[src/fb_tx_pkg.sv]
/* fieldbus h1 transmit definitions */

package fb_tx_pkg;

    // ****************************************
    // frame phases and line symbols
    // ****************************************

    // phase order on the line, idle between frames
    typedef enum logic [2:0]
    {
        IDLE     = 3'd0,
        PREAMBLE = 3'd1,
        SD       = 3'd2,
        DATA     = 3'd3,
        FCS      = 3'd4,
        ED       = 3'd5
    } tx_phase_t;

    // manchester symbols, two half-bit levels each
    typedef enum logic [1:0]
    {
        ZERO   = 2'b00,
        ONE    = 2'b01,
        NPLUS  = 2'b10,
        NMINUS = 2'b11
    } tx_sym_t;

    // ****************************************
    // bundles
    // ****************************************

    // one octet from the host, last marks the end of the frame
    typedef struct packed
    {
        logic [7:0] data;
        logic       last;
    } tx_octet_t;

    // timing broadcast from the serializer
    typedef struct packed
    {
        tx_phase_t  phase;
        logic [3:0] cnt;
        logic       sym_start;
        logic       sym_end;
    } tx_ctrl_t;

    // ****************************************
    // delimiters and fcs
    // ****************************************

    // first symbol sits in the top two bits
    localparam logic [15:0] SD_PATTERN = {ONE, NPLUS, NMINUS, ONE, ZERO, NMINUS, NPLUS, ZERO};
    localparam logic [15:0] ED_PATTERN = {ONE, NPLUS, NMINUS, NPLUS, NMINUS, ONE, ZERO, ONE};

    // crc register start value
    localparam logic [15:0] FCS_INIT = 16'hffff;

endpackage

[src/tx_serializer.sv]
/* transmit serializer and frame sequencer */

module tx_serializer
(
    input  logic                 clk16x,
    input  logic                 arst_n,
    input  logic                 req,
    input  fb_tx_pkg::tx_octet_t oct,
    output logic                 ack,
    output fb_tx_pkg::tx_ctrl_t  ctrl,
    input  logic                 pre_done,
    input  logic                 ed_done,
    output logic                 fcs_init,
    output logic                 data_bit,
    output logic                 data_fcs_n,
    output logic                 underrun,
    output logic                 busy
);
    import fb_tx_pkg::*;

    tx_phase_t  phase_q;
    logic [3:0] cnt_q;
    logic [3:0] sym_idx_q;
    logic       buf_valid_q;
    logic       last_seen_q;
    tx_octet_t  buf_q;
    logic [7:0] sh_q;
    logic       sh_last_q;
    logic       start;
    logic       load;
    logic       sym_end;
    logic       octet_end;
    logic       xfer;

    // ****************************************
    // host handshake and buffer
    // ****************************************

    // new frame only from idle with the previous ack gone
    assign start = (phase_q == IDLE) && req && !ack;

    // no loads once the last octet of the frame is in
    assign load = req && !ack && !buf_valid_q &&
                  ((phase_q == IDLE) ||
                   (!last_seen_q && (phase_q inside {PREAMBLE, SD, DATA})));

    // symbol timing
    assign sym_end   = (phase_q != IDLE) && (cnt_q == 4'd15);
    assign octet_end = sym_end && (sym_idx_q[2:0] == 3'd7);

    // buffer moves to the shifter at the first bit of each data octet
    assign xfer = octet_end &&
                  ((phase_q == SD) || ((phase_q == DATA) && !sh_last_q && buf_valid_q));

    // payload path
    always_ff @(posedge clk16x)
    begin
        if (load)
        begin
            buf_q <= oct;
        end
        if (xfer)
        begin
            sh_q      <= buf_q.data;
            sh_last_q <= buf_q.last;
        end
        else if ((phase_q == DATA) && sym_end)
        begin
            // msb first
            sh_q <= {sh_q[6:0], 1'b0};
        end
    end

    // ****************************************
    // phase fsm and counters
    // ****************************************

    always_ff @(posedge clk16x or negedge arst_n)
    begin
        if (!arst_n)
        begin
            phase_q     <= IDLE;
            cnt_q       <= 4'd0;
            sym_idx_q   <= 4'd0;
            ack         <= 1'b0;
            buf_valid_q <= 1'b0;
            last_seen_q <= 1'b0;
            underrun    <= 1'b0;
        end
        else
        begin
            // four-phase ack
            if (load)
            begin
                ack <= 1'b1;
            end
            else if (!req)
            begin
                ack <= 1'b0;
            end

            if (xfer)
            begin
                buf_valid_q <= 1'b0;
            end
            else if (load)
            begin
                buf_valid_q <= 1'b1;
            end

            if (load)
            begin
                last_seen_q <= oct.last;
            end

            // wraps to 0 at each symbol boundary
            if (phase_q != IDLE)
            begin
                cnt_q <= cnt_q + 4'd1;
            end

            if (sym_end)
            begin
                sym_idx_q <= sym_idx_q + 4'd1;
            end

            case (phase_q)
                IDLE:
                begin
                    if (start)
                    begin
                        phase_q  <= PREAMBLE;
                        cnt_q    <= 4'd0;
                        underrun <= 1'b0;
                    end
                end
                PREAMBLE:
                begin
                    if (pre_done)
                    begin
                        phase_q   <= SD;
                        sym_idx_q <= 4'd0;
                    end
                end
                SD:
                begin
                    if (octet_end)
                    begin
                        phase_q <= DATA;
                    end
                end
                DATA:
                begin
                    if (octet_end && sh_last_q)
                    begin
                        phase_q   <= FCS;
                        sym_idx_q <= 4'd0;
                    end
                    else if (octet_end && !buf_valid_q)
                    begin
                        // host too slow, drop the frame
                        phase_q  <= IDLE;
                        underrun <= 1'b1;
                    end
                end
                FCS:
                begin
                    if (sym_end && (sym_idx_q == 4'd15))
                    begin
                        phase_q <= ED;
                    end
                end
                ED:
                begin
                    if (ed_done)
                    begin
                        phase_q <= IDLE;
                    end
                end
                default:
                begin
                    phase_q <= IDLE;
                end
            endcase
        end
    end

    // ****************************************
    // outputs
    // ****************************************

    assign ctrl.phase     = phase_q;
    assign ctrl.cnt       = cnt_q;
    assign ctrl.sym_start = (phase_q != IDLE) && (cnt_q == 4'd0);
    assign ctrl.sym_end   = sym_end;

    assign fcs_init   = start;
    assign data_bit   = sh_q[7];
    assign data_fcs_n = (phase_q == DATA);
    assign busy       = (phase_q != IDLE);

endmodule

[src/tfcs.sv]
/* serial fcs generator */

module tfcs
(
    input  logic                clk16x,
    input  logic                arst_n,
    input  logic                fcs_init,
    input  fb_tx_pkg::tx_ctrl_t ctrl,
    input  logic                data_fcs_n,
    input  logic                data_bit,
    output logic                line_bit
);
    import fb_tx_pkg::*;

    // x^16 + x^12 + x^11 + x^10 + x^8 + x^7 + x^6 + x^3 + x^2 + x + 1
    localparam logic [15:0] FCS_POLY = 16'h1dcf;

    logic [15:0] d_q;
    logic        feed_back;
    logic        step;

    // zero feedback while sending, the register just shifts out
    assign feed_back = data_fcs_n ? (data_bit ^ d_q[15]) : 1'b0;

    // one step per bit, at the end of its symbol
    assign step = ctrl.sym_end && ((ctrl.phase == DATA) || (ctrl.phase == FCS));

    // ****************************************
    // crc register
    // ****************************************

    always_ff @(posedge clk16x or negedge arst_n)
    begin
        if (!arst_n)
        begin
            d_q <= FCS_INIT;
        end
        else if (fcs_init)
        begin
            // fresh crc per frame
            d_q <= FCS_INIT;
        end
        else if (step)
        begin
            d_q <= {d_q[14:0], 1'b0} ^ (feed_back ? FCS_POLY : 16'h0000);
        end
    end

    // ****************************************
    // bit to line
    // ****************************************

    // data passes straight, fcs goes out inverted msb first
    assign line_bit = data_fcs_n ? data_bit : ~d_q[15];

endmodule

[src/tx_delimiter_gen.sv]
/* preamble and delimiter sequencer */

module tx_delimiter_gen
#(
    parameter int PREAMBLE_OCTETS = 1
)
(
    input  logic                clk16x,
    input  logic                arst_n,
    input  fb_tx_pkg::tx_ctrl_t ctrl,
    output fb_tx_pkg::tx_sym_t  delim_sym,
    output logic                pre_done,
    output logic                ed_done
);
    import fb_tx_pkg::*;

    // index of the final preamble octet
    localparam logic [2:0] PRE_LAST = 3'(PREAMBLE_OCTETS - 1);

    logic [2:0] idx_q;
    logic [2:0] oct_q;
    logic       delim_phase;

    // pick symbol i out of an 8-symbol pattern, first symbol at the top
    function automatic tx_sym_t pattern_sym(input logic [15:0] pat, input logic [2:0] i);
        logic [15:0] shifted;
        shifted = pat << {i, 1'b0};
        return tx_sym_t'(shifted[15:14]);
    endfunction

    assign delim_phase = ctrl.phase inside {PREAMBLE, SD, ED};

    // ****************************************
    // symbol and octet counters
    // ****************************************

    always_ff @(posedge clk16x or negedge arst_n)
    begin
        if (!arst_n)
        begin
            idx_q <= 3'd0;
            oct_q <= 3'd0;
        end
        else if (!delim_phase)
        begin
            idx_q <= 3'd0;
            oct_q <= 3'd0;
        end
        else if (ctrl.sym_end)
        begin
            // wraps to 0 when a part of 8 symbols is done
            idx_q <= idx_q + 3'd1;
            if ((ctrl.phase == PREAMBLE) && (idx_q == 3'd7))
            begin
                oct_q <= (oct_q == PRE_LAST) ? 3'd0 : oct_q + 3'd1;
            end
        end
    end

    // done strobes land on the final symbol-end of each part
    assign pre_done = (ctrl.phase == PREAMBLE) && ctrl.sym_end &&
                      (idx_q == 3'd7) && (oct_q == PRE_LAST);
    assign ed_done  = (ctrl.phase == ED) && ctrl.sym_end && (idx_q == 3'd7);

    // ****************************************
    // symbol select
    // ****************************************

    always_comb
    begin
        case (ctrl.phase)
            // 10101010 per preamble octet
            PREAMBLE: delim_sym = idx_q[0] ? ZERO : ONE;
            SD:       delim_sym = pattern_sym(SD_PATTERN, idx_q);
            ED:       delim_sym = pattern_sym(ED_PATTERN, idx_q);
            default:  delim_sym = ONE;
        endcase
    end

endmodule

[src/tx_manchester.sv]
/* manchester line combiner */

module tx_manchester
(
    input  logic                clk16x,
    input  logic                arst_n,
    input  fb_tx_pkg::tx_ctrl_t ctrl,
    input  fb_tx_pkg::tx_sym_t  delim_sym,
    input  logic                line_bit,
    output logic                txd,
    output logic                tx_en
);
    import fb_tx_pkg::*;

    tx_sym_t sym_sel;
    tx_sym_t sym_q;
    tx_sym_t sym_now;
    logic    level;

    // ****************************************
    // symbol source
    // ****************************************

    // data and fcs bits come from tfcs, the rest from the delimiter block
    always_comb
    begin
        if ((ctrl.phase == DATA) || (ctrl.phase == FCS))
        begin
            sym_sel = line_bit ? ONE : ZERO;
        end
        else
        begin
            sym_sel = delim_sym;
        end
    end

    // symbol is held for its full 16 cycles
    always_ff @(posedge clk16x or negedge arst_n)
    begin
        if (!arst_n)
        begin
            sym_q <= ONE;
        end
        else if (ctrl.sym_start)
        begin
            sym_q <= sym_sel;
        end
    end

    assign sym_now = ctrl.sym_start ? sym_sel : sym_q;

    // ****************************************
    // half-bit levels
    // ****************************************

    // cnt[3] low in the first half, high in the second
    always_comb
    begin
        case (sym_now)
            ONE:     level = ~ctrl.cnt[3];
            ZERO:    level = ctrl.cnt[3];
            NPLUS:   level = 1'b1;
            default: level = 1'b0;
        endcase
    end

    // output register, idle line sits high with enable off
    always_ff @(posedge clk16x or negedge arst_n)
    begin
        if (!arst_n)
        begin
            txd   <= 1'b1;
            tx_en <= 1'b0;
        end
        else if (ctrl.phase == IDLE)
        begin
            txd   <= 1'b1;
            tx_en <= 1'b0;
        end
        else
        begin
            txd   <= level;
            tx_en <= 1'b1;
        end
    end

endmodule

[src/fb_tx_top.sv]
/* fieldbus h1 transmit top */

module fb_tx_top
#(
    parameter int PREAMBLE_OCTETS = 1
)
(
    input  logic                 clk16x,
    input  logic                 arst_n,
    input  logic                 req,
    input  fb_tx_pkg::tx_octet_t oct,
    output logic                 ack,
    output logic                 txd,
    output logic                 tx_en,
    output logic                 underrun,
    output logic                 busy
);
    import fb_tx_pkg::*;

    // timing broadcast
    tx_ctrl_t ctrl;

    // serializer to fcs path
    logic fcs_init;
    logic data_bit;
    logic data_fcs_n;
    logic line_bit;

    // delimiter path
    tx_sym_t delim_sym;
    logic    pre_done;
    logic    ed_done;

    // ****************************************
    // sequencing
    // ****************************************

    tx_serializer u_serializer
    (
        .clk16x     (clk16x),
        .arst_n     (arst_n),
        .req        (req),
        .oct        (oct),
        .ack        (ack),
        .ctrl       (ctrl),
        .pre_done   (pre_done),
        .ed_done    (ed_done),
        .fcs_init   (fcs_init),
        .data_bit   (data_bit),
        .data_fcs_n (data_fcs_n),
        .underrun   (underrun),
        .busy       (busy)
    );

    // ****************************************
    // symbol paths and line
    // ****************************************

    // data and fcs bits
    tfcs u_tfcs
    (
        .clk16x     (clk16x),
        .arst_n     (arst_n),
        .fcs_init   (fcs_init),
        .ctrl       (ctrl),
        .data_fcs_n (data_fcs_n),
        .data_bit   (data_bit),
        .line_bit   (line_bit)
    );

    tx_delimiter_gen #(.PREAMBLE_OCTETS(PREAMBLE_OCTETS)) u_delim
    (
        .clk16x    (clk16x),
        .arst_n    (arst_n),
        .ctrl      (ctrl),
        .delim_sym (delim_sym),
        .pre_done  (pre_done),
        .ed_done   (ed_done)
    );

    // one register stage to the line
    tx_manchester u_manchester
    (
        .clk16x    (clk16x),
        .arst_n    (arst_n),
        .ctrl      (ctrl),
        .delim_sym (delim_sym),
        .line_bit  (line_bit),
        .txd       (txd),
        .tx_en     (tx_en)
    );

endmodule

[config.mk]
export PLATFORM = sky130hd
export DESIGN_NAME = fb_tx_top
export DESIGN_NICKNAME = d
export VERILOG_FILES = /design/src/fb_tx_pkg.sv /design/src/tx_serializer.sv /design/src/tfcs.sv /design/src/tx_delimiter_gen.sv /design/src/tx_manchester.sv /design/src/fb_tx_top.sv
export SDC_FILE = /design/constraint.sdc
export NUM_CORES = 1
export LEC_CHECK = 0
export BUFFER_PORTS_ARGS = -buffer_cell sky130_fd_sc_hd__buf_2
export CAP_MARGIN = 20
export CORE_MARGIN = 2
export CORE_UTILIZATION = 40
export CTS_CLUSTER_DIAMETER = 120
export DETAILED_ROUTE_END_ITERATION = 6
export HOLD_SLACK_MARGIN = 0.03
export PLACE_DENSITY = 0.56
export SYNTH_ARGS = -nofsm -noshare
export SYNTH_HDL_FRONTEND = slang
export SYNTH_SLANG_ARGS = --single-unit
[constraint.sdc]
create_clock -name clk16x -period 2.3 [get_ports clk16x]
set_input_delay 0.46 -clock clk16x [delete_from_list [all_inputs] [get_ports clk16x]]
set_output_delay 0.46 -clock clk16x [all_outputs]
set_load 0.01 [all_outputs]
==> metrics.md, run 1 <==
| Metric | Value |
|---|---|
| DRT iter0 DRCs | 98 |
| Starting density of the core | 41.02% |
| Final WL | 5.135 mm |
| Routed Antenna Nets | 0 |
| Run status | finished, final reports clean |
| Area delta synth->final | 14.29% |
| Max_cap viols | 0 |
| Seq cells post-synth | 59 |
| Tmin final | 2109 ps |
| Layout Skew | 8.426 ps |
| Pin count of the biggest net entering global routing | 27 |
| Antenna diodes | 0 |
| Main flop type after synthesis | dfrtp_1 |
| Critical R2R Capture | u_serializer.sh_q[2] |
| Fillcell total | 674 |
| Setup repair bufs after CTS | 0 |
| Die area | 8102 um^2 |
| Mapped Nets | 277 |
| Final setup violation count | 0 |
| Dpl cells | 369 |
| Reg2reg path depth | 6 |
| Async SR Flop Fraction | 69.49% |
| Layout Nets | 305 |
| Avg Synthesized Cell Area | 11.70 um^2 |
| Pleak | 1.488 nW |
| Post-Syn Area | 2959 um^2 |
| TritonCTS clock tree | done |
| Grt ovf | 0 |
| H-Tree Depth | 3 |
| DIE WIDTH | 90.01 um |
| Vias in the first global route | 1856 |
| Worst EP required | 2380 ps |
| Clk_lat worst skew | 330 ps |
| Drt wl/cell | 13.34 um |
| Clk root buf | clkbuf_8 |
| Top cells by count, synth | nand2_1, dfrtp_1, dfstp_2, edfxtp_1, nor2_1 |
| Pwr Density | 907.5 nW/um^2 |
| Setup crit start kind | flop |
| Worst hold margin | 132.9 ps |
| TNS Setup | 0 ps |
| Worst reg2reg path startpoint | u_serializer.sym_idx_q[1] |
| First-pass GRT wire length | 9.073 mm |
| Peak supply drop | 333.1 uV |
| Worst Path Arrival | 2190 ps |
| Post-synth EDFFs | 18 |
| Core footprint | 7214 um^2 |
| Dpl cell area | 3186 um^2 |
| CTS Sinks | 59 |
| CTS Buffer Depth | 2 |
| Via-per-instance ratio | 4.951 |
| Fin cells | 385 |
| Synth cell types | 47 |
| DR vias | 1906 |
| RSZ-0062 raised after global routing | false |
| Final Cycle Share | 91.71% |
| Num CTS Buffers | 9 |
| I/O Buffers | 16 |
| Worst-path clk slew | 70 ps |
| DR pass1 iterations | 4 |
| Mapped Cells | 253 |
| GR Util All Layers | 13.96% |
| Fin. max-slew vios | 0 |
| Crit path max fanout | 6 |
| Post-synth top area cell | dfrtp_1 |
| CP Capture Type | flop |
| Ports | 17 |
| Ranking of synthesized cells by area | dfrtp_1, edfxtp_1, dfstp_2 |
| Seq/Total Area, Yosys | 53.70% |
| Yosys warns | 0 |
| Share of layout cells above drive strength 1 | 28.67% |
| Most frequent cell after synthesis | nand2_1 |
| Final Hold Violating Endpoints | 0 |
| Type of the tightest min-delay check | input port to asynchronous set/reset pin |
| Worst slew margin | 52.19% |
| Drt drc | 0 |
| Design Area, Final | 3382 um^2 |
| Gpl congestion | 0.7370 |
| Synth top area share | 19.45% |
| Initial antenna violation count | 0 |
| Fmax | 474.1 MHz |
| WS Path Type | flop to flop |
| Flop-to-flop setup slack | 190 ps |
| Worst Tran Pin Value | 715.6 ps |
| Rows | 31 |
| DP HPWL | 3.589 mm |
| Die Ht | 90.01 um |
[routing by layer]
layer / up-vias / wire (um) / share of wire [%] / global-route usage (%)
met1: 902 / 2646 / 52 / 20.59
li1: 958 / - / - / -
met5: - / 0 / 0 / 0
met3: 9 / 207 / 4.0 / 3.018
met4: 0 / 89 / 1.7 / 5.769
met2: 37 / 2192 / 43 / 19.92
[where the power goes]
group,internal (mW),switching (mW)
clock,0.496,0.421
sequential,1.20,0.0777
combinational,0.368,0.510
total,2.06,1.01
[timing repair]
item	4_1_cts	5_1_grt
gates resized for setup	0	1
hold buffers	0	0
endpoints found under the setup margin	0	2
[sequential cells by signal, indices dropped and copies added, names as in the netlist, 2 cells and up]
register and count:
u_serializer.phase_q 3, u_serializer.buf_q 9, u_tfcs.d_q 16, u_manchester.sym_q 2
u_serializer.sh_q 8, u_serializer.sym_idx_q 4, u_serializer.cnt_q 4, u_delim.oct_q 3
u_delim.idx_q 3
[worst max-delay path by stage]
| stage | slack [ps] | from | cells after the start | end |
|---|---|---|---|---|
| after detailed placement | 170 | u_serializer.sym_idx_q[1] | 7 | u_serializer.phase_q[2] |
| after floorplan | 160 | u_serializer.phase_q[1] | 7 | u_manchester.txd |
| after global routing | 10 | u_serializer.sym_idx_q[0] | 5 | u_serializer.sh_q[0] |
| final | 190 | u_serializer.sym_idx_q[1] | 6 | u_serializer.sh_q[2] |
| after global placement | 230 | u_serializer.phase_q[1] | 6 | u_manchester.txd |
| after CTS | 160 | u_serializer.sym_idx_q[1] | 7 | u_serializer.phase_q[2] |
[metrics by stage]
stage                     total power [mW]  utilization [%]  setup WS (ps)
after CTS                            3.103            46.81          164.9
after global routing                 3.266            46.88          11.82
after floorplan                      1.916                -          164.4
after global placement               2.172            44.16          226.7
final                                3.069            46.88          190.8
after detailed placement             2.175            44.16          172.7
[final cells by class]
class | instances | area, um^2 | share of cell area [%]
multi-input combinational | 170 | 1246 | 36.85
timing repair buffer | 28 | 182.7 | 5.401
sequential | 59 | 1589 | 46.98
clock buffer | 9 | 123.9 | 3.663
inverter | 13 | 48.80 | 1.443
clock inverter | 7 | 67.56 | 1.998
tap | 99 | 123.9 | 3.663
[kinds of logic after synthesis]
logic type                 Yosys count  synth area share, %
and+or+nand+nor                     80                14.08
muxes                               23                9.091
AOI/OAI and AO/OA                   44                10.44
adders and majority gates           12                5.074
buffers and inverters               24                4.355
DFF                                 59                53.70
xor gates and xnor gates            11                3.256
[critical path, cell delays in order, from the launching register on]
cell and delay, ps:
dfrtp_1 390, ha_1 180, ha_1 170, nand4_1 190
a2111oi_2 370, buf_4 230, mux2_2 330
[cell usage in the layout, fill, tap and decap left out, drive strengths merged, types with 2 or more instances in the layout]
cell type,count
o31ai,3
a22o,5
nor3,5
mux4,2
nor2,16
edfxtp,18
ha,12
nand2,33
xnor2,11
nor3b,3
buf,28
nand3b,3
dfrtp,23
nand3,6
nand2b,5
dfstp,18
clkbuf,9
o211ai,10
clkinv,3
a21oi,7
mux2i,10
nand4,3
o21ai,10
clkinvlp,2
mux2,11
inv,14
Power figures use the tool's default switching activity.
==> inputs of run 2 (changes only) <==
Settings changed: CELL_PAD_IN_SITES_DETAIL_PLACEMENT set to 0, CELL_PAD_IN_SITES_GLOBAL_PLACEMENT set to 1, PLACE_DENSITY 0.56 to 0.67.
==> metrics.md, run 2 (same netlist as run 1, synthesis figures left out) <==
| Metric | Value |
|---|---|
| Overall Power | 3.103 mW (+1.1%) |
| DRT iter0 DRCs | 81 (-17%) |
| WS Path Type | flop to flop |
| Drt drc | 0 (unchanged) |
| Seq pwr share | 41.1% (-0.4 points) |
| Final WL | 5.331 mm (+3.8%) |
| Power share of the clock group | 30.3% (+0.4 points) |
| Vias in the first global route | 1978 (+6.6%) |
| DIE WIDTH | 90.01 um (unchanged) |
| Rows | 31 (unchanged) |
| Crit path buf inv count | 0 (-1) |
| Area delta synth->final | 15.05% |
| Final Cycle Share | 92.13% (+0.42 points) |
| Via-per-instance ratio | 4.930 (-0.41%) |
| Largest regs | u_tfcs.d_q x16, u_serializer.buf_q x9, u_serializer.sh_q x8 |
| Register bank with the most flops | u_tfcs.d_q |
| CP Capture Type | flop |
| Commonest non-fill, non-tap cells in the layout | nand2_1, dfrtp_1, dfstp_2, edfxtp_1, buf_2 |
| Slowest stage delay, CP | 390 ps (about the same) |
| Worst EP required | 2520 ps (+140 ps) |
| Comb pwr share | 28.6% (about the same) |
| Psw | 0.9988 mW (-1.0%) |
| CTS Buffer Depth | 2 (unchanged) |
| Initial antenna violation count | 0 (unchanged) |
| H-Tree Depth | 3 (unchanged) |
| Starting density of the core | 41.02% (unchanged) |
| Tmin final | 2119 ps (+9.699 ps) |
| Antenna diodes | 0 (unchanged) |
| Type of the tightest min-delay check | input port to asynchronous set/reset pin |
| TritonCTS clock tree | done |
| DP HPWL | 3.693 mm (+2.9%) |
| Pwr Density | 911.5 nW/um^2 (+0.44%) |
| Design Area, Final | 3405 um^2 (+0.67%) |
| CTS Sinks | 59 (unchanged) |
| Fillcell total | 710 (+5.3%) |
| Worst slew margin | 51.09% (-1.1 points) |
| Fmax | 471.9 MHz (-0.46%) |
| Critical path launch point | u_serializer.sym_idx_q[0] |
| DR vias | 1908 (+0.10%) |
| Worst-path clk slew | 70 ps (about the same) |
| Core footprint | 7214 um^2 (unchanged) |
| Peak supply drop | 448.8 uV (+35%) |
| Routed Antenna Nets | 0 (unchanged) |
| Drt wl/cell | 13.78 um (+3.3%) |
| Final setup violation count | 0 (unchanged) |
| Clk root buf | clkbuf_8 |
| Worst reg2reg path startpoint | u_serializer.sym_idx_q[0] |
| Run status | finished, final reports clean |
| Layout Utilization | 47.19% (+0.31 points) |
| Delay-heaviest family, CP | simple AND/OR/NAND/NOR gates |
| RSZ-0062 raised after global routing | true |
| First-pass GRT wire length | 9.432 mm (+4.0%) |
| Crit path max fanout | 4 (-2) |
| Slowest-stage cell, CP | dfrtp_1 |
| Setup crit start kind | flop |
| Gpl congestion | 0.7610 (+3.3%) |
| Multi-input gate area | 1250 um^2 (+0.30%) |
| Commonest non-fill, non-tap cell in the layout | nand2_1 |
| GR Util All Layers | 14.59% (+0.63 points) |
| Clk_lat worst skew | 330 ps (about the same) |
| Hold-fix buffer count after cts | 0 (unchanged) |
| Worst Tran Pin Value | 733.7 ps (+18.08 ps) |
| Pin count of the biggest net entering global routing | 33 (+22%) |
| Layout Skew | 8.281 ps (-0.1453 ps) |
| Die area | 8102 um^2 (unchanged) |
| Most frequent CP cell | ha_1 |
| Internal power | 2.104 mW (+2.1%) |
| Worst hold margin | 186.0 ps (+53.04 ps) |
| Dpl cell area | 3201 um^2 (+0.47%) |
| Max_cap viols | 0 (unchanged) |
| Max reg flops | 16 (unchanged) |
| Share of layout cells above drive strength 1 | 29.51% (+0.84 points) |
| Fin. max-slew vios | 0 (unchanged) |
| Sequential Area | 1589 um^2 (unchanged) |
| Sw Share | 32.19% (-0.69 points) |
| Die Ht | 90.01 um (unchanged) |
| Layout Nets | 307 (+0.66%) |
| Worst Path Arrival | 2340 ps (+150 ps) |
| Num CTS Buffers | 9 (unchanged) |
| Final Hold Violating Endpoints | 0 (unchanged) |
| Crit path cell chain | ha_1, ha_1, nand4_1, nor2_4, a21oi_1, nor4_4, mux2_2 |
| Pleak | 1.512 nW (+1.6%) |
| I/O Buffers | 16 (unchanged) |
| DR pass1 iterations | 4 (unchanged) |
| Ports | 17 (unchanged) |
| Grt ovf | 0 (unchanged) |
run 2: cell count changes in the layout (fill, tap and decap cells not counted):
cell / change
buf_4: +2
clkbuf_1: +1
clkbuf_8: +1
clkinv_1: -1
clkinv_2: +1
clkinv_4: +1
clkinvlp_4: -2
inv_6: -1
o21bai_1: -1
o21bai_2: +1
run 2: path summary, 6_finish.rpt:
check	end	slack, ps	cells past startpoint
worst max-delay path	u_serializer.phase_q[0]	180	7
worst min-delay path	u_delim.oct_q[1]	190	1
worst max register to register	u_serializer.phase_q[0]	180	7
worst min register to register	u_serializer.sh_last_q	440	0
max in group asynchronous	u_tfcs.d_q[2]	1460	2
min in group clk16x	u_serializer.buf_q[4]	290	1
run 2: power by group through the flow:
stage,registers [mW],clock network (mW),logic (mW)
CTS,1.27,0.969,0.897
global placement,1.29,0,0.886
finish,1.27,0.942,0.887
detailed placement,1.29,0,0.895
global route,1.29,1.02,0.994
floorplan,1.29,0,0.622
run 2: metrics by stage:
stage | std cells | setup slack [ps] | setup TNS, ps
after floorplan | 253 | 164.4 | 0
after global placement | 371 | 194.8 | 0
after detailed placement | 371 | 160.0 | 0
after CTS | 387 | 153.2 | 0
after global routing | 387 | -13.14 | -29.83
final | 387 | 181.1 | 0
run 2: routing by layer:
| metal | up-vias | part of all wire, % | GRT usage (%) |
|---|---|---|---|
| met4 | 0 | 2.1 | 7.308 |
| met1 | 911 | 52 | 20.74 |
| met3 | 10 | 3.3 | 3.018 |
| met5 | - | 0 | 0 |
| met2 | 30 | 42 | 21.18 |
| li1 | 957 | - | - |
run 2: what timing repair did:
item,in CTS,in global routing
setup endpoints to repair,0,11
setup buffers,0,0
hold endpoints to repair,0,0
gates resized for setup,0,2
run 2: layout make-up:
| cell class | count | share of cell area, % |
|---|---|---|
| flip-flops and latches | 59 | 46.67 |
| well taps | 99 | 3.638 |
| inverters | 13 | 1.433 |
| repair buffers | 30 | 5.807 |
| multi-input cells | 170 | 36.71 |
| clock buffers | 11 | 4.153 |
| clock inverters | 5 | 1.580 |
==> inputs of run 3 (changes only) <==
Settings changed: CORE_MARGIN 2 to 3, SYNTH_HIERARCHICAL set to 1.
==> metrics.md, run 3 <==
| Metric | Value |
|---|---|
| Most frequent cell after synthesis | nor2_1 |
| DIE WIDTH | 95.19 um (+5.8%) |
| CTS Sinks | 59 (unchanged) |
| Drt drc | 0 (unchanged) |
| Via-per-instance ratio | 5.211 (+5.7%) |
| Avg Synthesized Cell Area | 11.20 um^2 (-4.2%) |
| RSZ-0062 raised after global routing | true |
| Seq cells post-synth | 59 (unchanged) |
| Setup crit start kind | flop |
| Seq/Total Area, Yosys | 49.94% (-3.8 points) |
| TNS Setup | 0 ps (unchanged) |
| Synth top area share | 18.09% (-1.4 points) |
| Post-Place Worst Slack | -49.00 ps (-209.0 ps) |
| Tmin final | 2255 ps (+135.9 ps) |
| Fillcell total | 693 (-2.4%) |
| Yosys warns | 6 (+6) |
| Layout Skew | 7.343 ps (-0.9378 ps) |
| Die Ht | 95.19 um (+5.8%) |
| Core footprint | 7486 um^2 (+3.8%) |
| Antenna diodes | 0 (unchanged) |
| Pin count of the biggest net entering global routing | 21 (-36%) |
| Commonest non-fill, non-tap cells in the layout | nor2_1, buf_4, o21ai_0 |
| Worst-path clk slew | 70 ps (about the same) |
| Crit path max fanout | 4 (unchanged) |
| Type of the tightest min-delay check | input port to asynchronous set/reset pin |
| Final Cycle Share | 98.04% (+5.9 points) |
| Drt wl/cell | 14.91 um (+8.3%) |
| Fmax | 443.5 MHz (-6.0%) |
| Hold-fix buffer count after cts | 0 (unchanged) |
| Dpl cell area | 3462 um^2 (+8.2%) |
| DR pass1 iterations | 6 (+2) |
| Initial antenna violation count | 0 (unchanged) |
| Slowest stage delay, CP | 440 ps (+50 ps) |
| Share of layout cells above drive strength 1 | 34.25% (+4.7 points) |
| Layout Nets | 347 (+13%) |
| Instance count on the critical path | 9 (+2) |
| Post-synth EDFFs | 18 (unchanged) |
| Largest regs | u_tfcs/d_q x16, u_serializer/buf_q x9, u_serializer/sh_q x8 |
| GR Util met3 | 2.920% (-0.097 points) |
| CP Capture Type | flop |
| Area delta synth->final | 16.59% |
| DR vias | 2220 (+16%) |
| Worst Tran Pin Value | 700.6 ps (-33.10 ps) |
| Fin cells | 426 (+10%) |
| Multi-input gate area | 1479 um^2 (+18%) |
| Starting density of the core | 42.50% (+1.5 points) |
| Crit path cell chain | nor2b_4, nand2_2, buf_4, ha_1, mux4_2, and2_1, a41o_1, o21a_1, mux2i_1 |
| Register bank with the most flops | u_tfcs/d_q |
| Critical R2R Capture | u_manchester/txd |
| CTS Buffer Depth | 2 (unchanged) |
| Pleak | 1.502 nW (-0.66%) |
| Worst EP required | 2560 ps (+40 ps) |
| Final Hold Violating Endpoints | 0 (unchanged) |
| Synth cell types | 64 (+36%) |
| Reg2reg path depth | 9 (+2) |
| Final WL | 6.353 mm (+19%) |
| Commonest non-fill, non-tap cell in the layout | nor2_1 |
| Peak supply drop | 391.3 uV (-13%) |
| I/O Buffers | 16 (unchanged) |
| Delay-heaviest family, CP | multiplexers |
| Crit path buf inv count | 1 (+1) |
| Design Area, Final | 3710 um^2 (+9.0%) |
| Critical path launch point | u_serializer/phase_q[1] |
| First-pass GRT wire length | 10.99 mm (+17%) |
| Fin. max-slew vios | 0 (unchanged) |
| Mapped Nets | 309 (+12%) |
| Global-route track usage on met1 | 21.64% (+0.90 points) |
| Max_cap viols | 0 (unchanged) |
| Routed Antenna Nets | 0 (unchanged) |
| Grt ovf | 0 (unchanged) |
| Final setup violation count | 0 (unchanged) |
| Max reg flops | 16 (unchanged) |
| Dpl cells | 409 (+10%) |
| Gpl congestion | 0.7611 (about the same) |
| Async SR Flop Fraction | 69.49% (unchanged) |
| Worst slew margin | 53.29% (+2.2 points) |
| TritonCTS clock tree | done |
| Clk root buf | clkbuf_8 |
| Post-synth top area cell | dfrtp_1 |
| Mapped Cells | 284 (+12%) |
| Top cells by count, synth | nor2_1, dfrtp_1, o21ai_0 |
| Flop-to-flop setup slack | 50 ps (-140 ps) |
| Num CTS Buffers | 9 (unchanged) |
| Rows | 31 (unchanged) |
| Post-Syn Area | 3182 um^2 (+7.5%) |
| Die area | 9061 um^2 (+12%) |
| Vias in the first global route | 2282 (+15%) |
| GR Util All Layers | 15.73% (+1.1 points) |
| Ranking of synthesized cells by area | dfrtp_1, edfxtp_1, dfstp_2 |
| DP HPWL | 4.245 mm (+15%) |
| Pwr Density | 554.0 nW/um^2 (-39%) |
| Clk_lat worst skew | 330 ps (about the same) |
| Crit path to | u_manchester/txd |
| Worst Path Arrival | 2510 ps (+170 ps) |
| WS Path Type | flop to flop |
| Worst reg2reg path startpoint | u_serializer/phase_q[1] |
| DRT iter0 DRCs | 53 (-35%) |
| Met2 Track Usage GR | 24.20% (+3.0 points) |
| H-Tree Depth | 3 (unchanged) |
| Final worst setup slack | 45.19 ps (-135.9 ps) |
| Busiest layer in global routing | met2 |
| Sequential Area | 1592 um^2 (+0.16%) |
| Main flop type after synthesis | dfrtp_1 |
| Ports | 17 (unchanged) |
| Slowest-stage cell, CP | mux4_2 |
| Run status | finished, final reports clean |
==> run 3: cell count changes after synthesis, sizes merged, moves of 6 or more <==
| cell | previous run | this run |
|---|---|---|
| nor2 | 16 | 30 |
| a2bb2oi | 0 | 6 |
| a32oi | 0 | 9 |
| nand2 | 33 | 16 |
| o211ai | 10 | 0 |
| clkbuf | 0 | 8 |
| or3 | 0 | 10 |
| mux2i | 10 | 3 |
| o21ai | 10 | 26 |
| xnor2 | 11 | 4 |
==> run 3: logic make-up after synthesis <==
kind of cell	share of synthesized area (%)
and+or+nand+nor	18.21
AOI/OAI and AO/OA	14.04
DFF	49.94
buffers and inverters	5.466
muxes	5.899
adders and majority gates	5.112
xor gates and xnor gates	1.337
==> run 3: how the worst min path moves through the flow <==
| stage | from | to | slack [ps] | cells past startpoint |
|---|---|---|---|---|
| final | arst_n | u_delim/idx_q[1] | 80 | 1 |
| after detailed placement | u_serializer/buf_q[0] | u_serializer/sh_last_q | 420 | 0 |
| after global placement | u_serializer/buf_q[0] | u_serializer/sh_last_q | 400 | 0 |
| after CTS | arst_n | u_delim/idx_q[1] | 90 | 1 |
| after global routing | arst_n | u_delim/oct_q[0] | 110 | 1 |
| after floorplan | arst_n | u_delim/idx_q[0] | 160 | 0 |
==> run 3: through the flow <==
step / hold slack, ps / utilization [%] / power (mW)
finish: 84.85 / 49.56 / 2.055
global route: 114.7 / 49.56 / 2.124
CTS: 92.98 / 49.06 / 2.086
detailed placement: 418.9 / 46.25 / 1.134
global placement: 400.9 / 46.25 / 1.133
floorplan: 164.4 / - / 1.104
==> run 3: final cells by class <==
| cell class | count | area share (%) |
|---|---|---|
| multi-input cells | 197 | 39.87 |
| inverters | 14 | 1.417 |
| clock inverters | 5 | 1.450 |
| clock buffers | 11 | 3.811 |
| flip-flops and latches | 59 | 42.90 |
| well taps | 99 | 3.339 |
| repair buffers | 41 | 7.218 |
==> run 3: metal layers <==
metal  part of all wire [%]  vias to the layer above
li1                       -                     1101
met1                     49                     1082
met2                     46                       27
met3                    2.7                       10
met4                    1.9                        0
met5                      0                        -
==> run 3: worst register-to-register path, delay by kind of cell, from the launching register on <==
kind | cells | cell delay (ps)
AO/OA/AOI/OAI | 2 | 370
AND/OR/NAND/NOR | 3 | 380
multiplexers | 2 | 590
buffers and inverters | 1 | 160
flip-flops | 1 | 420
adder cells (fa/ha/maj) | 1 | 260
==> run 3: timing repair <==
action	CTS	global route
resized for setup	1	10
endpoints found under the setup margin	2	8
pin swaps	1	3
buffers inserted	1	0
==> run 3: power by group <==
part           total, mW  internal [mW]  switching (mW)
combinational     0.0306         0.0109          0.0197
clock              0.943          0.525           0.418
sequential          1.08           1.08        0.000543
